### src/verilog/eq_defines.svh
`ifndef EQ_DEFINES_SVH
`define EQ_DEFINES_SVH

// width of one I or Q component
`define EQ_SAMPLE_W 16

// subcarriers per symbol and the matching address width
`define EQ_FFT_LEN 64
`define EQ_FFT_AW 6

// left shift of the numerators before division, sets the constellation scale
`define EQ_SCALE_SHIFT 7

// data subcarriers that leave the design per symbol
`define EQ_NUM_DATA 48

// buffer depths
`define EQ_IN_DEPTH 64
`define EQ_OUT_DEPTH 8

`endif

### src/verilog/sample_pkg.sv
`include "eq_defines.svh"

package sample_pkg;

    // one complex sample, I in the upper half
    typedef struct packed {
        logic signed [`EQ_SAMPLE_W-1:0] i;
        logic signed [`EQ_SAMPLE_W-1:0] q;
    } cplx_t;

    // products, dividends and quotients
    typedef logic signed [31:0] wide_t;

endpackage

### src/verilog/ofdm_pkg.sv
`include "eq_defines.svh"

package ofdm_pkg;

    // bit k is subcarrier k, bit 0 is DC
    // bits 1..26 are +1..+26, bits 38..63 are -26..-1
    localparam logic [`EQ_FFT_LEN-1:0] USED_MASK =
        64'b1111111111111111111111111100000000000111111111111111111111111110;

    // pilots at -21, -7, +7, +21
    localparam logic [`EQ_FFT_LEN-1:0] PILOT_MASK =
        64'b0000001000000000000010000000000000000000001000000000000010000000;

    // 48 data subcarriers
    localparam logic [`EQ_FFT_LEN-1:0] DATA_MASK = USED_MASK ^ PILOT_MASK;

    // set where the long training symbol carries -1
    localparam logic [`EQ_FFT_LEN-1:0] LTS_REF =
        64'b0000101001100000010100110000000000000000010101100111110101001100;

    // estimator progress through a packet
    typedef enum logic [1:0] {
        ph_first_lts,
        ph_second_lts,
        ph_data
    } est_phase_t;

endpackage

### src/verilog/channel_estimator.sv
`timescale 1ns/1ns
`include "eq_defines.svh"

module channel_estimator (
    input  logic                    clock,
    input  logic                    reset,
    input  logic                    pkt_start_i,
    input  sample_pkg::cplx_t       in_data_i,
    input  logic                    in_valid_i,
    output logic                    in_ready_o,
    output sample_pkg::cplx_t       fwd_data_o,
    output logic                    fwd_valid_o,
    input  logic                    fwd_ready_i,
    input  logic [`EQ_FFT_AW-1:0]   est_raddr_i,
    output sample_pkg::cplx_t       est_rdata_o,
    output logic                    est_done_o
);

    // (a + b) / 2 with the reference sign applied
    function automatic logic signed [`EQ_SAMPLE_W-1:0] lts_avg(
        input logic signed [`EQ_SAMPLE_W-1:0] a,
        input logic signed [`EQ_SAMPLE_W-1:0] b,
        input logic neg
    );
        logic signed [`EQ_SAMPLE_W:0] sum;
        logic signed [`EQ_SAMPLE_W-1:0] half;
        sum = {a[`EQ_SAMPLE_W-1], a} + {b[`EQ_SAMPLE_W-1], b};
        half = sum[`EQ_SAMPLE_W:1];
        return neg ? -half : half;
    endfunction

    sample_pkg::cplx_t ram [`EQ_FFT_LEN];

    ofdm_pkg::est_phase_t phase;
    logic [`EQ_FFT_AW-1:0] cnt;
    logic [`EQ_FFT_AW-1:0] rd_addr;
    logic accept_lts;
    logic est_done;

    // write pipeline, one cycle behind the accepted LTS sample
    logic wr_pend;
    logic wr_avg;
    logic wr_neg;
    logic [`EQ_FFT_AW-1:0] wr_addr;
    sample_pkg::cplx_t wr_sample;
    sample_pkg::cplx_t wr_word;
    sample_pkg::cplx_t rd_q;

    // training symbols are always taken, data waits on the input FIFO
    assign in_ready_o = (phase == ofdm_pkg::ph_data) ? fwd_ready_i : 1'b1;
    assign fwd_valid_o = in_valid_i && (phase == ofdm_pkg::ph_data);
    assign fwd_data_o = in_data_i;
    assign accept_lts = in_valid_i && (phase != ofdm_pkg::ph_data);

    // one read port, shared between the second LTS and the equalizer
    assign rd_addr = (phase == ofdm_pkg::ph_data) ? est_raddr_i : cnt;
    assign est_rdata_o = rd_q;
    assign est_done_o = est_done;

    always_comb begin
        if (wr_avg) begin
            wr_word.i = lts_avg(rd_q.i, wr_sample.i, wr_neg);
            wr_word.q = lts_avg(rd_q.q, wr_sample.q, wr_neg);
        end else begin
            wr_word = wr_sample;
        end
    end

    always_ff @(posedge clock) begin
        if (reset) begin
            phase <= ofdm_pkg::ph_first_lts;
            cnt <= '0;
            wr_pend <= 1'b0;
            wr_avg <= 1'b0;
            est_done <= 1'b0;
        end else begin
            wr_pend <= accept_lts && !pkt_start_i;
            // estimate complete once the last averaged carrier is stored
            if (wr_pend && wr_avg && wr_addr == '1) begin
                est_done <= 1'b1;
            end
            if (pkt_start_i) begin
                phase <= ofdm_pkg::ph_first_lts;
                cnt <= '0;
                est_done <= 1'b0;
            end else if (accept_lts) begin
                wr_avg <= (phase == ofdm_pkg::ph_second_lts);
                cnt <= cnt + 1'b1;
                if (cnt == '1) begin
                    phase <= (phase == ofdm_pkg::ph_first_lts) ?
                        ofdm_pkg::ph_second_lts : ofdm_pkg::ph_data;
                end
            end
        end
    end

    always_ff @(posedge clock) begin
        if (accept_lts) begin
            wr_addr <= cnt;
            wr_sample <= in_data_i;
            wr_neg <= ofdm_pkg::LTS_REF[cnt];
        end
        rd_q <= ram[rd_addr];
        if (wr_pend) begin
            ram[wr_addr] <= wr_word;
        end
    end

    // once the estimate is complete the data phase only reads the RAM
    a_no_data_write: assert property (@(posedge clock) disable iff (reset)
        (phase == ofdm_pkg::ph_data && est_done) |-> !wr_pend);

endmodule

### config.mk
export PLATFORM = sky130hd
export DESIGN_NAME = channel_estimator
export DESIGN_NICKNAME = d
export VERILOG_FILES = /design/src/verilog/sample_pkg.sv /design/src/verilog/ofdm_pkg.sv /design/src/verilog/channel_estimator.sv
export VERILOG_INCLUDE_DIRS = /design/src /design/src/verilog
export SDC_FILE = /design/constraint.sdc
export NUM_CORES = 2
export LEC_CHECK = 0
export BUFFER_PORTS_ARGS = -buffer_cell sky130_fd_sc_hd__buf_4
export CORE_ASPECT_RATIO = 1.5
export CORE_MARGIN = 4
export CORE_UTILIZATION = 63
export CTS_CLUSTER_SIZE = 24
export DETAILED_ROUTE_END_ITERATION = 12
export PLACE_DENSITY_LB_ADDON = 0.05
export RECOVER_POWER = 50
export SYNTH_ARGS = -nofsm -noshare
export SYNTH_HDL_FRONTEND = slang
export SYNTH_SLANG_ARGS = --single-unit
### constraint.sdc
create_clock -name clock -period 6.75 [get_ports clock]
set_clock_uncertainty 0.1 [all_clocks]
set_input_delay 0 -clock clock [delete_from_list [all_inputs] [get_ports clock]]
set_output_delay 0 -clock clock [all_outputs]
set_load 0.005 [all_outputs]
==> results.ini <==
[run_status]
status=complete, but fails checks
violations=max-capacitance violations, max-slew violations

[synth]
synth.ff_latch_count=2130
yosys_warnings=0
syn_nets=4316
avgSynthCellArea_sq_um=19.9
yosysSeqAreaShare_pct=75.3
synth_top_flop_cell=edfxtp_1
synth_top_area_share_pct=74.3
synthDistinctLibCells=77
syn_area_sq_um=84400
synth_area_leaders=edfxtp_1, mux4_2, a211oi_1, nand2_1, dfxtp_1
synthArstFlopShare_pct=0
synth_cells=4235
yosysTopAreaCell=edfxtp_1
synth_edf_count=2087

[floorplan]
rows=164
die_w_microns=307
die_h_microns=456
die-area_sq_um=140000
ios=110
start_util_pct=63.3
coreArea_sq_um=133000

[timing]
grt_setup_unrepaired=no
setup_viol=0
min_period_ps=5400
slew_headroom_pct=-133
period_share_pct=80.0
worstMarginPinSlew_ps=3500
slew_viol_final=2000
setup_tns_ps=0
final_hold_viol_count=0
max_freq_mhz=185

[pwr]
power.total_w=0.0267
p_int_w=0.0212
p_seq_share_pct=55.2
power_density_nw_per_um2=282
swShare_pct=20.6
p_switching_w=0.00550
p_leak_nw=30.1
ir_drop_mv=0.306
clkPwrFrac_pct=39.6
power_frac_comb_pct=5.1

[detailed_routing]
first_pass_iters=6
dr.max_layer_used=met5
wl_per_cell_microns=33.3
drc_errors=0
wl_met1_microns=76700
antenna_left=0
wl_met2_microns=110000
drt-total-wl_microns=213000
dr_total_vias=43502
drt_iter0_markers=4664
vias_per_cell=6.82
met3WireLength_microns=17000

[flow_run]
maxCapViolCount=62

[grt]
antenna_found_initial=7
grt_pass1_wl_microns=308000
grt_usage_pct=31.0
overflow=0
grt_pass1_vias=44391
grt_max_degree=111

[worst_setup_path]
cp.required_ps=7360
rr_worst_depth=12
cp-start-kind=flop
r2r_start=phase[1]
crit_slowest_cell=mux2i_4
cp_slowest_stage_delay_ps=960
crit_chain=nor2b_2 -> buf_4 -> mux2i_4 -> buf_12 -> buf_12 -> mux4_2 -> and2_1 -> a211oi_1 -> a311oi_1 -> a21oi_1 -> a21oi_1 -> dlygate4sd3_1
crit_path_end_kind=flop
worstPathArrival_ps=6000
r2r_slack_ps=1350
r2r_end=est_rdata_o[5]
cp_max_fo=28
worstSetupPathType=reg2reg

[worst_hold_path]
worst_hold_path_type=in2reg
hold_path_startpoint=pkt_start_i
hold_depth=4
hold_end=cnt[0]

[cts]
cts_resized=0
insertion_delay_ps=820
cts_max_path_buffers=3
numCtsBuffers=186
cts_tree=yes
numClockSinks=2130
clk_pin_slew_ps=70
cts-root-buf=clkbuf_16
htree_num_levels=4

[final_layout]
syn2layout_area_growth_pct=12.0
final_common_cell=edfxtp_1
drive_above_1_share_pct=22.0
final-seq-area_sq_um=63500
fillCellCount=8182
multi_input_area_sq_um=20000
postLayoutCellArea_sq_um=94500
layout_common_cells=edfxtp_1, mux4_2, nand2_1, clkbuf_16, a211oi_1
fin_nets=4563

[placement]
io_buffer_count=109
hpwl_microns=118000
routabilityCongestion=0.882
postPlaceCellArea_sq_um=88300

-- power groups by stage --
stage	clock [W]	sequential [W]	combinational, W
final	0.0106	0.0147	0.00137
after global placement	0	0.0150	0.00134
after CTS	0.0107	0.0147	0.00139
after detailed placement	0	0.0150	0.00136
after global routing	0.0113	0.0147	0.00149
after floorplan	0	0.0150	0.000907
-- cell type report --
cell class	count	area share, %
Clock buffer	255	5.43
Tap cell	1743	2.31
Clock inverter	83	0.929
Antenna cell	3	0.00795
Sequential cell	2130	67.3
Multi-Input combinational cell	1812	21.2
Inverter	15	0.0596
Timing Repair Buffer	337	2.80
-- sequential cells by signal, indices dropped and copies added (netlist names) --
| name | flops |
|---|---|
| wr_sample | 32 |
| cnt | 6 |
| wr_pend | 1 |
| wr_avg | 1 |
| wr_neg | 1 |
| wr_addr | 6 |
| est_done_o | 1 |
| est_rdata_o | 32 |
| phase | 2 |
| ram | 2048 |
-- cell families after synthesis --
logic type	Yosys count	share of synthesized area [%]
AOI/OAI and AO/OA	511	4.20
xor gates and xnor gates	48	0.498
adders and majority gates	38	0.581
buffers and inverters	293	1.68
DFF	2130	75.3
muxes	526	13.9
and+or+nand+nor	689	3.87
-- worst max-delay path, delay by kind of cell, from the launching register on --
family	cells	cell delay (ps)
muxes	2	1490
AOI/OAI and AO/OA	4	1430
and+or+nand+nor	2	310
buffers and inverters	4	1520
DFF	1	360
-- cells in the mapped netlist, types with 5 or more instances --
master    number
mux4_2       513
and2_1       135
nand4_1       13
xnor2_1       25
clkbuf_1     142
o211ai_1       5
nand2_1      298
a31oi_1       71
nand3_1       22
nor3_1        19
dfxtp_1       43
or3_1          7
xor2_1        23
o31ai_1        6
buf_4         55
ha_1          36
a311oi_1      66
nor2_1       125
mux2i_1        8
edfxtp_1    2087
inv_1         14
o21ai_0       31
nor2b_1       19
nand3b_1       7
a21oi_1      113
buf_2         57
o21a_1         5
buf_1         18
buf_6          5
a211oi_1     167
nand2b_1      12
-- worst max-delay path by stage --
| stage | from | depth (start not counted) | to | slack [ps] |
|---|---|---|---|---|
| 6_report | phase[1] | 12 | est_rdata_o[5] | 1350 |
| 5_1_grt | phase[1] | 12 | est_rdata_o[5] | 1200 |
| 4_1_cts | phase[1] | 12 | est_rdata_o[5] | 1430 |
| 3_5_place_dp | phase[1] | 11 | est_rdata_o[21] | 1580 |
| 3_3_place_gp | phase[1] | 11 | est_rdata_o[21] | 1610 |
| 2_1_floorplan | wr_sample[16] | 10 | ram[0][29] | 1460 |
-- repair_timing --
action | 4_1_cts | 5_1_grt
hold endpoints to repair | 94 | 0
buffers inserted | 0 | 0
hold buffers | 76 | 0
-- through the flow --
stage	setup WS (ps)	instances	hold slack [ps]	utilization [%]
2_1_floorplan	1460	4235	-30.9	-
3_3_place_gp	1610	5961	60.3	66.3
3_5_place_dp	1580	5961	63.2	66.3
4_1_cts	1430	6375	9.55	71.4
5_1_grt	1200	6376	58.3	70.9
6_report	1350	6378	53.4	70.9
-- routing by layer --
metal  up-vias  global-route usage, %
met5         -                      0
met4         8                   11.2
met3       442                   5.06
met2      2032                   52.8
met1     23095                   41.1
li1      17925                      -
No activity file was read; power rests on OpenSTA's default activity.
