## src/verilog/sample_fifo.sv

```systemverilog
`timescale 1ns/1ns

module sample_fifo #(
    parameter type payload_t = logic [31:0],
    parameter int depth = 8
) (
    input  logic     clock,
    input  logic     reset,
    input  payload_t push_data_i,
    input  logic     push_valid_i,
    output logic     push_ready_o,
    output payload_t pop_data_o,
    output logic     pop_valid_o,
    input  logic     pop_ready_i
);

    localparam int aw = $clog2(depth);
    localparam int cw = aw + 1;

    payload_t mem [depth];

    logic [aw-1:0] wr_ptr;
    logic [aw-1:0] rd_ptr;
    logic [cw-1:0] count;
    logic [cw-1:0] count_next;
    logic full;
    logic empty;
    logic do_push;
    logic do_pop;

    assign do_push = push_valid_i && !full;
    assign do_pop = pop_ready_i && !empty;

    assign push_ready_o = !full;
    assign pop_valid_o = !empty;
    // head of the queue, valid one cycle after its push
    assign pop_data_o = mem[rd_ptr];

    assign count_next = count + cw'(do_push) - cw'(do_pop);

    always_ff @(posedge clock) begin
        if (reset) begin
            wr_ptr <= '0;
            rd_ptr <= '0;
            count <= '0;
            full <= 1'b0;
            empty <= 1'b1;
        end else begin
            if (do_push) begin
                wr_ptr <= (wr_ptr == aw'(depth - 1)) ? '0 : wr_ptr + 1'b1;
            end
            if (do_pop) begin
                rd_ptr <= (rd_ptr == aw'(depth - 1)) ? '0 : rd_ptr + 1'b1;
            end
            count <= count_next;
            // flags follow the next occupancy so they come straight from flops
            full <= (count_next == cw'(depth));
            empty <= (count_next == '0);
        end
    end

    always_ff @(posedge clock) begin
        if (do_push) begin
            mem[wr_ptr] <= push_data_i;
        end
    end

    // the registered full flag must block every push at full occupancy
    a_no_push_when_full: assert property (@(posedge clock) disable iff (reset)
        do_push |-> (count < cw'(depth)));

endmodule

```

## config.mk

```make
export PLATFORM = sky130hd
export DESIGN_NAME = sample_fifo
export DESIGN_NICKNAME = d
export VERILOG_FILES = /design/src/verilog/sample_fifo.sv
export SDC_FILE = /design/constraint.sdc
export NUM_CORES = 1
export LEC_CHECK = 0
export BUFFER_PORTS_ARGS = -buffer_cell sky130_fd_sc_hd__buf_2
export CORE_AREA = 2 2 140 142
export CTS_BUF_LIST = sky130_fd_sc_hd__clkbuf_8
export CTS_CLUSTER_DIAMETER = 150
export CTS_CLUSTER_SIZE = 14
export DETAILED_ROUTE_END_ITERATION = 10
export DIE_AREA = 0 0 142 144
export GPL_TIMING_DRIVEN = 0
export PLACE_DENSITY_LB_ADDON = 0.25
export SLEW_MARGIN = 20
export SYNTH_ARGS = -nofsm -noshare
export SYNTH_HDL_FRONTEND = slang
export SYNTH_SLANG_ARGS = --single-unit
```

## constraint.sdc

```tcl
create_clock -name clock -period 4.78 [get_ports clock]
set_clock_uncertainty 0.1 [all_clocks]
set_input_delay 0.956 -clock clock [delete_from_list [all_inputs] [get_ports clock]]
set_output_delay 0.956 -clock clock [all_outputs]
set_load 0.01 [all_outputs]
```

==> results of run 1 <==
## cell type report
| type | count | area (um2) |
|---|---|---|
| Buffer | 21 | 138.9 |
| Clock inverter | 9 | 45.04 |
| Sequential cell | 271 | 7988 |
| Clock buffer | 23 | 316.6 |
| Tap cell | 238 | 297.8 |
| Inverter | 4 | 15.01 |
| Multi-Input combinational cell | 154 | 2409 |
| Timing Repair Buffer | 91 | 596.8 |
| Fill cell | 1311 | 7273 |
## critical path: stages (launching register included)
cell	delay (ns)
dfxtp_1	0.32
clkbuf_1	0.36
buf_2	0.39
mux4_1	0.34
mux2_2	0.30
buf_2	0.14
## per-layer routing
metal  part of all wire, %  track usage (%)  wire length, um  up-vias
met5                     0                0                0        -
met2                    52            34.27            10030      102
met3                   4.1            3.179              778       27
li1                      -                -                -     2137
met4                   1.6            4.579              313        0
met1                    42            25.46             8087     2438
## final timing paths
kind	cells past startpoint	slack [ns]	end
hold reg to reg	2	0.45	flop
hold / removal	2	0.45	flop
setup / recovery	5	1.34	pop_data_o[13]
setup reg to reg	8	2.27	full
## registers in the layout, indices dropped and copies added (netlist names), named ones only
register,cells
mem,256
wr_ptr,3
empty,1
rd_ptr,3
count,4
full,1
## cells in the mapped netlist, drive strengths merged
master  count  area [um2]
inv         4       15.01
nand2b      3       18.77
a21oi       1       5.000
nor2       16       60.06
mux4       64        1592
ha          7       87.58
nand3       3       15.01
mux2       32       360.4
fa          1       20.02
nor3        5       25.02
a21o        1       7.510
edfxtp    256        7687
a21boi      1       7.510
mux2i       6       60.06
clkbuf      4       15.01
buf        17       123.9
nor3b       1       7.510
dfxtp      15       300.3
and3        1       6.260
nor4        2       12.51
nor2b       3       18.77
a41o        1       10.01
xnor2       3       26.28
nand2       3       11.26
## power by group through the flow
stage	sequential, W	clock [W]	combinational (W)
after floorplan	0.00288	0	0.000701
after global placement	0.00289	0	0.000983
after detailed placement	0.00289	0	0.00107
after CTS	0.00284	0.00118	0.00108
after global routing	0.00285	0.00126	0.00115
final	0.00283	0.00115	0.00105
## per-stage QoR
stage | std cells | cell area (um2)
floorplan | 450 | 10500
global placement | 757 | 11140
detailed placement | 779 | 11440
CTS | 811 | 11810
global route | 811 | 11810
finish | 811 | 11810
## cells by family (layout without fill, tap and decap cells)
kind of cell    count (synthesis)  in the layout  share of synthesized area, %
flops                         271            271                         76.13
fa+ha+maj                       8              8                         1.025
compound gates                  4              4                        0.2862
mux                           102            102                         19.17
buf+inv                        25            148                         1.467
xor+xnor                        3              3                        0.2505
simple gates                   37             37                         1.669
==> results.md, run 1 <==
* Status: complete, no violations
* Final setup violation count at 0
* Number of slew-limit violations in the final report at 0
* Gate Count Post-Synth at 450
* HP Class: flop to flop
* Unrepaired setup endpoints after global routing: false
* Cell-internal power at 0.003747 W
* DR WL/cell at 23.69 um
* Cell Area, Synth at 0.01049 mm2
* Die Ht at 144 um
* Switching Share at between 20% and 30%
* Mapped Nets at between 400 and 500
* DRC at 0
* Clk root buf: clkbuf_8
* P_leak at 3.940 nW
* Slew @ Worst Pin at ~0.81 ns
* Vias in the first global route at slightly above 5k
* Maxcap violations at 0
* Clk pwr share at a little under a quarter
* I/O pin count at 70
* Starting density of the core at 54.99%
* Fin util at between 60% and 70%
* Slew HR at 45.64%
* Avg Inst Size Synth at around 23 um2
* PnR Total Power at 0.005039 W
* Sw power at around 0.0013 W
* Final nets at 610
* Row count at 51
* Largest net degree at the start of global routing at 21
* Gr ovfl total at 0
* Post-CTS Repair Setup Buffers at 0
* FF+latch count, synth at 271
* Hold_buf cts at 0
* Clock Latency Late Sink at 0.53 ns
* H-tree depth at 1
* Initial DRC count at 286
* Pre-antenna DRT Iters at 4
* Clock transition at path regs at ~0.09 ns
* Comb power frac at 20.9%
* Drt via density at 5.800
* Post-route setup slack at 1.339 ns
* Worst R2R Start: full
* First-pass GRT wire length at 29.07 mm
* Synth cell types at 27
* DR vias at 4704
* Commonest non-fill, non-tap cell in the layout: edfxtp_1
* Initial antenna violation count at 1
* CTS Buffer Depth at 3
* Maximum vdd drop at around 250 uV
* Crit path max fanout at 10
* CTS Buf Count at 23
* Post-cts sizing count at 0
* Final wirelength at slightly below 20 mm
* Pre-CTS setup slack at 1.550 ns
* Flop pwr share at 56.3%
* Critical path class: flop to output port
* Setup TNS Final at 0 ns
* CTS tree: done
* Ys Warns at 0
* Most frequent cells in the layout: 256 x edfxtp_1, 75 x buf_2, 40 x mux4_1, 32 x mux2_2, 24 x mux4_2
* Port Buffers at 69
* Fin crit period at 3.441 ns
* P&R area growth vs syn at 12.52%
* Die W at around 140 um
* Antenna-violating nets left at 0
* Pwr/cell area at 426.8 mW/mm2
* Core footprint at around 0.019 mm2
* N_diodes at 0
* GRT Overall Usage at 19.33%
* FMAX at about 0.29 GHz
* HP Start: rd_ptr[1]
* Hold WS at 0.4530 ns
* CP Capture Type: output port
* Startpoint types: flop
* Sequential fraction of the synthesis area at between 70% and 80%
* Sink Count at between 200 and 300
* Final worst path period share at 71.99%
* Layout cells sized above 1 at between 30% and 40%
* Placer Congestion at roughly 0.69
* CP arrival at roughly 2.4 ns
* Worst EP required at between 3 and 4 ns
* Die Area at 0.02045 mm2
* Hpwl dp at 12.64 mm
* Final Hold Fails at 0
Power figures use the tool's default switching activity.
==> run 2, diff against run 1 <==
- clock period: 4.78 -> 3 ns (I/O delays scaled with it)
==> run 2 against run 1 <==
Net effect: clock power rose by 57%; worst setup slack worse by 1.3 ns; largest cell class unchanged; sequential power grew 60%; hold slack worse by 0.25 ns.
==> results.md, run 2 (synthesized netlist as in run 1, its figures left out) <==
* Hold Path Depth at 2 (unchanged)
* Placer Congestion at 0.7131 (+2.8%)
* GRT Overall Usage at 19.26% (-0.071 points)
* Maxcap violations at 0 (unchanged)
* FMAX at 0.3428 GHz
* Antenna-violating nets left at 0 (unchanged)
* Maximum vdd drop at 422.6 uV (+71%)
* Die W at 142 um (unchanged)
* CTS Buffer Depth at 3 (unchanged)
* Layout cells sized above 1 at 35.24% (+1.6 points)
* Status: complete, no violations
* Die Area at 0.02045 mm2 (unchanged)
* HP Class: input port to flop
* Design Area, Final at 0.01192 mm2 (+0.99%)
* Clk root buf: clkbuf_8
* First-pass GRT wire length at 28.66 mm (-1.4%)
* Starting density of the core at 54.99% (unchanged)
* Gr ovfl total at 0 (unchanged)
* Slowest cell on crit path: mux4_1
* CP arrival at 2.22 ns (-0.17 ns)
* Slew HR at 51.69% (+6.1 points)
* DRC at 0 (unchanged)
* I/O pin count at 70 (unchanged)
* Pre-antenna DRT Iters at 5 (+1)
* CTS Buf Count at 23 (unchanged)
* Clock Latency Late Sink at 0.52 ns (about the same)
* Initial antenna violation count at 2 (+1)
* Sink Count at 271 (unchanged)
* Unrepaired setup endpoints after global routing: false
* CP peak stage delay at 0.55 ns (+0.16 ns)
* Hpwl dp at 12.62 mm (-0.21%)
* P&R area growth vs syn at 13.63%
* Slew @ Worst Pin at 0.7229 ns (-0.08817 ns)
* Final nets at 613 (+0.49%)
* Sequence of cells on the critical path: buf_12 > buf_12 > mux4_1 > mux2_2 > buf_2
* Pre-CTS setup slack at 0.1959 ns (-1.354 ns)
* Final worst path period share at 97.25%
* Hold WS at 0.2013 ns (-0.2517 ns)
* Critical path class: flop to output port
* Most flops, register: mem
* Drt via density at 5.806 (+0.10%)
* DR vias at 4732 (+0.60%)
* Final wirelength at 19.27 mm (+0.30%)
* Cell Area, Placed at 0.01150 mm2 (+0.49%)
* Max FFs per register at 256 (unchanged)
* Core footprint at 0.01908 mm2 (unchanged)
* DR WL/cell at 23.64 um (-0.20%)
* CTS tree: done
* Crit path buffers/inverters at 3 (unchanged)
* Largest net degree at the start of global routing at 19 (-9.5%)
* Critical path depth at 5 (unchanged)
* Pwr/cell area at 676.8 mW/mm2 (+59%)
* Final setup violation count at 0 (unchanged)
* Initial DRC count at 317 (+11%)
* R2R setup slack at 0.56 ns (-1.71 ns)
* CP Capture Type: output port
* Hold_buf cts at 0 (unchanged)
* Post-CTS Repair Setup Buffers at 0 (unchanged)
* Clock transition at path regs at 0.09 ns (about the same)
* CP most frequent cell: buf_12
* P_leak at 3.990 nW (+1.3%)
* Row count at 51 (unchanged)
* Most frequent cells in the layout: 256 x edfxtp_1, 76 x buf_2, 38 x mux4_1, 32 x mux2_2, 26 x mux4_2
* Worst path top cell family by delay: multiplexers
* Port Buffers at 69 (unchanged)
* Commonest non-fill, non-tap cell in the layout: edfxtp_1
* Fin crit period at 2.917 ns
* Worst EP required at 2.30 ns (-1.42 ns)
* Biggest regs: mem: 256 flops, count: 4 flops
* Post-route setup slack at 0.08262 ns (-1.256 ns)
* H-tree depth at 1 (unchanged)
* Vias in the first global route at 4949 (-2.5%)
* Startpoint types: flop
* Crit path max fanout at 10 (unchanged)
* R2r worst-path depth at 8 (unchanged)
* Die Ht at 144 um (unchanged)
* Number of slew-limit violations in the final report at 0 (unchanged)
* Final Hold Fails at 0 (unchanged)
-- run 2: area by class of cell --
| class | count | area (um2) |
|---|---|---|
| timing repair buffer | 95 | 646.9 |
| clock inverter | 9 | 41.29 |
| fill | 1319 | 7157 |
| tap | 238 | 297.8 |
| buffer | 20 | 205.2 |
| sequential | 271 | 7990 |
| antenna | 1 | 2.502 |
| clock buffer | 23 | 316.6 |
| multi-input combinational | 154 | 2407 |
| inverter | 4 | 15.01 |
-- run 2: worst paths after layout --
kind                  start       endpoint
setup / recovery       flop  pop_data_o[7]
setup reg to reg       full           full
hold / removal        reset       count[1]
hold reg to reg   rd_ptr[1]           flop
-- run 2: layer usage --
| metal | vias to the layer above | wire length (um) | GRT usage (%) |
|---|---|---|---|
| li1 | 2138 | - | - |
| met2 | 133 | 10090 | 33.74 |
| met4 | 2 | 332 | 5.421 |
| met3 | 32 | 948 | 2.914 |
| met5 | - | 17 | 0 |
| met1 | 2427 | 7881 | 25.57 |
-- run 2: power breakdown --
group	internal, W	switching [W]
Combinational	0.000880	0.000863
Clock	0.000711	0.00110
Sequential	0.00443	0.0000863
-- run 2: per-stage QoR --
step | utilization, % | cells | power (W) | setup TNS (ns)
after floorplan | - | 450 | 0.005702 | -74.97
after global placement | 58.42 | 757 | 0.006178 | -527.56
after detailed placement | 60.28 | 783 | 0.006320 | 0
after CTS | 62.35 | 814 | 0.008133 | -0.001009
after global routing | 62.49 | 815 | 0.008438 | 0
final | 62.49 | 815 | 0.008069 | 0
-- run 2: repair_timing --
item,4_1_cts,5_1_grt
endpoints found under the setup margin,32,26
pin swaps,0,0
gates resized for setup,14,9
==> run 3, diff against run 2 <==
- BUFFER_PORTS_ARGS: -buffer_cell sky130_fd_sc_hd__buf_2 -> unset
- CORE_AREA: 2 2 140 142 -> 2 2 137 139
- DIE_AREA: 0 0 142 144 -> 0 0 139 141
- DONT_BUFFER_PORTS: unset -> 1
==> run 3 against run 2 <==
Net effect: core utilization increased by 0.67 points; sequential cell count did not move; combinational power shrank 14%; largest cell class unchanged; wire length decreased by 1.5%; via count decreased by 3.7%; clock power rose by 4%; register-to-register slack about the same; largest power group unchanged; design area is 3.2% lower; sequential power hardly changed; clock-buffer cell count unchanged.
==> results.md, run 3 (synthesized netlist as in run 1, its figures left out) <==
* Slew HR at 42.20% (-9.5 points)
* Fin crit period at 2.865 ns (-0.05251 ns)
* Most flops, register: mem
* Clock transition at path regs at 0.09 ns (about the same)
* HP Start: reset
* HP Class: input port to flop
* Hold Path Depth at 1 (-1)
* Critical path class: flop to output port
* Design Area, Final at 0.01154 mm2 (-3.2%)
* Drt via density at 6.081 (+4.7%)
* Maxcap violations at 0 (unchanged)
* Number of slew-limit violations in the final report at 0 (unchanged)
* Hold EP: count[3]
* Max FFs per register at 256 (unchanged)
* Fin util at 63.16% (+0.67 points)
* DRC at 0 (unchanged)
* PnR Total Power at 0.007889 W (-2.2%)
* Biggest regs: mem: 256 flops, count: 4 flops
* Hpwl dp at 12.30 mm (-2.5%)
* Gr ovfl total at 0 (unchanged)
* Commonest non-fill, non-tap cell in the layout: edfxtp_1
* Port Buffers at 0 (-100%)
* FMAX at 0.3491 GHz (+1.8%)
* Clk root buf: clkbuf_8
* Clock Latency Late Sink at 0.54 ns (+0.02 ns)
* Final nets at 542 (-12%)
* First-pass GRT wire length at 29.17 mm (+1.8%)
* CTS tree: done
* Layout fillers at 1241 (-5.9%)
* DR WL/cell at 25.33 um (+7.2%)
* P&R area growth vs syn at 9.957%
* Antenna-violating nets left at 0 (unchanged)
* Global-route met2 utilization at 34.33% (+0.59 points)
* Unrepaired setup endpoints after global routing: false
* P_leak at 3.742 nW (-6.2%)
* Area of the multi-input gates at 0.002415 mm2 (+0.31%)
* Met3 global-route usage at 4.857% (+1.9 points)
* Hold WS at 0.02508 ns (-0.1762 ns)
* Most frequent cells in the layout: 256 x edfxtp_1, 40 x mux4_1, 32 x mux2_2, 24 x mux4_2, 23 x clkbuf_8
* Layout cells sized above 1 at 24.66% (-11 points)
* Startpoint types: flop
* Slew @ Worst Pin at 0.8605 ns (+0.1376 ns)
* Die Area at 0.01960 mm2 (-4.2%)
* CTS Buf Count at 23 (unchanged)
* Die Ht at 141 um (-2.1%)
* Row count at 50 (-2.0%)
* Storage element area at 0.007988 mm2 (about the same)
* GRT Overall Usage at 20.06% (+0.80 points)
* Final setup violation count at 0 (unchanged)
* Pwr/cell area at 683.7 mW/mm2 (+1.0%)
* H-tree depth at 1 (unchanged)
* Final wirelength at 18.97 mm (-1.5%)
* N_diodes at 0 (-1)
* R2R setup slack at 0.57 ns (about the same)
* GR met1 Demand/Resource at 26.77% (+1.2 points)
* Crit path max fanout at 10 (unchanged)
* Reg-to-reg endpoint: full
* Status: complete, no violations
* Placer Congestion at 0.7096 (-0.49%)
* R2r worst-path depth at 8 (unchanged)
* Initial antenna violation count at 0 (-2)
* CP Capture Type: output port
* Final worst path period share at 95.50% (-1.8 points)
* CTS Buffer Depth at 3 (unchanged)
* DR vias at 4555 (-3.7%)
* Most used routing layer: met2
* Core footprint at 0.01827 mm2 (-4.3%)
* I/O pin count at 70 (unchanged)
* Cell Area, Placed at 0.01112 mm2 (-3.4%)
* Starting density of the core at 57.44% (+2.4 points)
* Worst R2R Start: full
* Largest net degree at the start of global routing at 19 (unchanged)
* Post-CTS Repair Setup Buffers at 0 (unchanged)
* Sink Count at 271 (unchanged)
* Initial DRC count at 378 (+19%)
* Maximum vdd drop at 483.5 uV (+14%)
* Pre-antenna DRT Iters at 7 (+2)
* Die W at 139 um (-2.1%)
* Vias in the first global route at 4825 (-2.5%)
* Worst EP required at 2.30 ns (about the same)
* Final Hold Fails at 0 (unchanged)
* CP arrival at 2.16 ns (-0.06 ns)
[run 3: cell type report]
type	count	area share [%]
inverters	4	0.1301
plain buffers	20	1.225
clock buffers	23	2.744
multi-input cells	154	20.93
well taps	234	2.538
flip-flops and latches	271	69.23
repair buffers	24	2.483
clock inverters	19	0.7158
[run 3: per-stage QoR]
step | worst slack, ns | instances | TNS (ns)
final | 0.1351 | 749 | 0
after global routing | 0.04237 | 749 | 0
after CTS | 0.04436 | 748 | 0
after detailed placement | 0.3415 | 706 | 0
after global placement | -3.107 | 684 | -470.12
after floorplan | -0.7115 | 450 | -74.97
[run 3: repair_timing]
item,4_1_cts,5_1_grt
hold buffers,1,1
endpoints found under the hold margin,1,2
endpoints found under the setup margin,32,13
gates resized for setup,2,2
pin swaps,0,0
[run 3: power by group]
part,total [W],internal [W],switching [W]
Combinational,0.00149,0.000711,0.000781
Clock,0.00188,0.000730,0.00115
Sequential,0.00452,0.00443,0.0000859
[run 3: critical path: stages (launching register included)]
cell and delay, ns:
dfxtp_1 0.33, buf_6 0.17, buf_6 0.21, mux4_1 0.58
mux2_2 0.32
[run 3: worst max path at each step]
stage	start	to	slack, ns
after floorplan	push_valid_i	mem[4][0]	-0.71
after global placement	push_valid_i	mem[5][19]	-3.11
after detailed placement	push_valid_i	full	0.34
after CTS	flop	pop_data_o[14]	0.04
after global routing	flop	pop_data_o[14]	0.04
final	flop	pop_data_o[23]	0.14
[run 3: metal layers]
layer | wire length (um) | up-vias
li1 | - | 2012
met3 | 1425 | 12
met1 | 7571 | 2371
met4 | 176 | 0
met5 | 0 | -
met2 | 9798 | 160
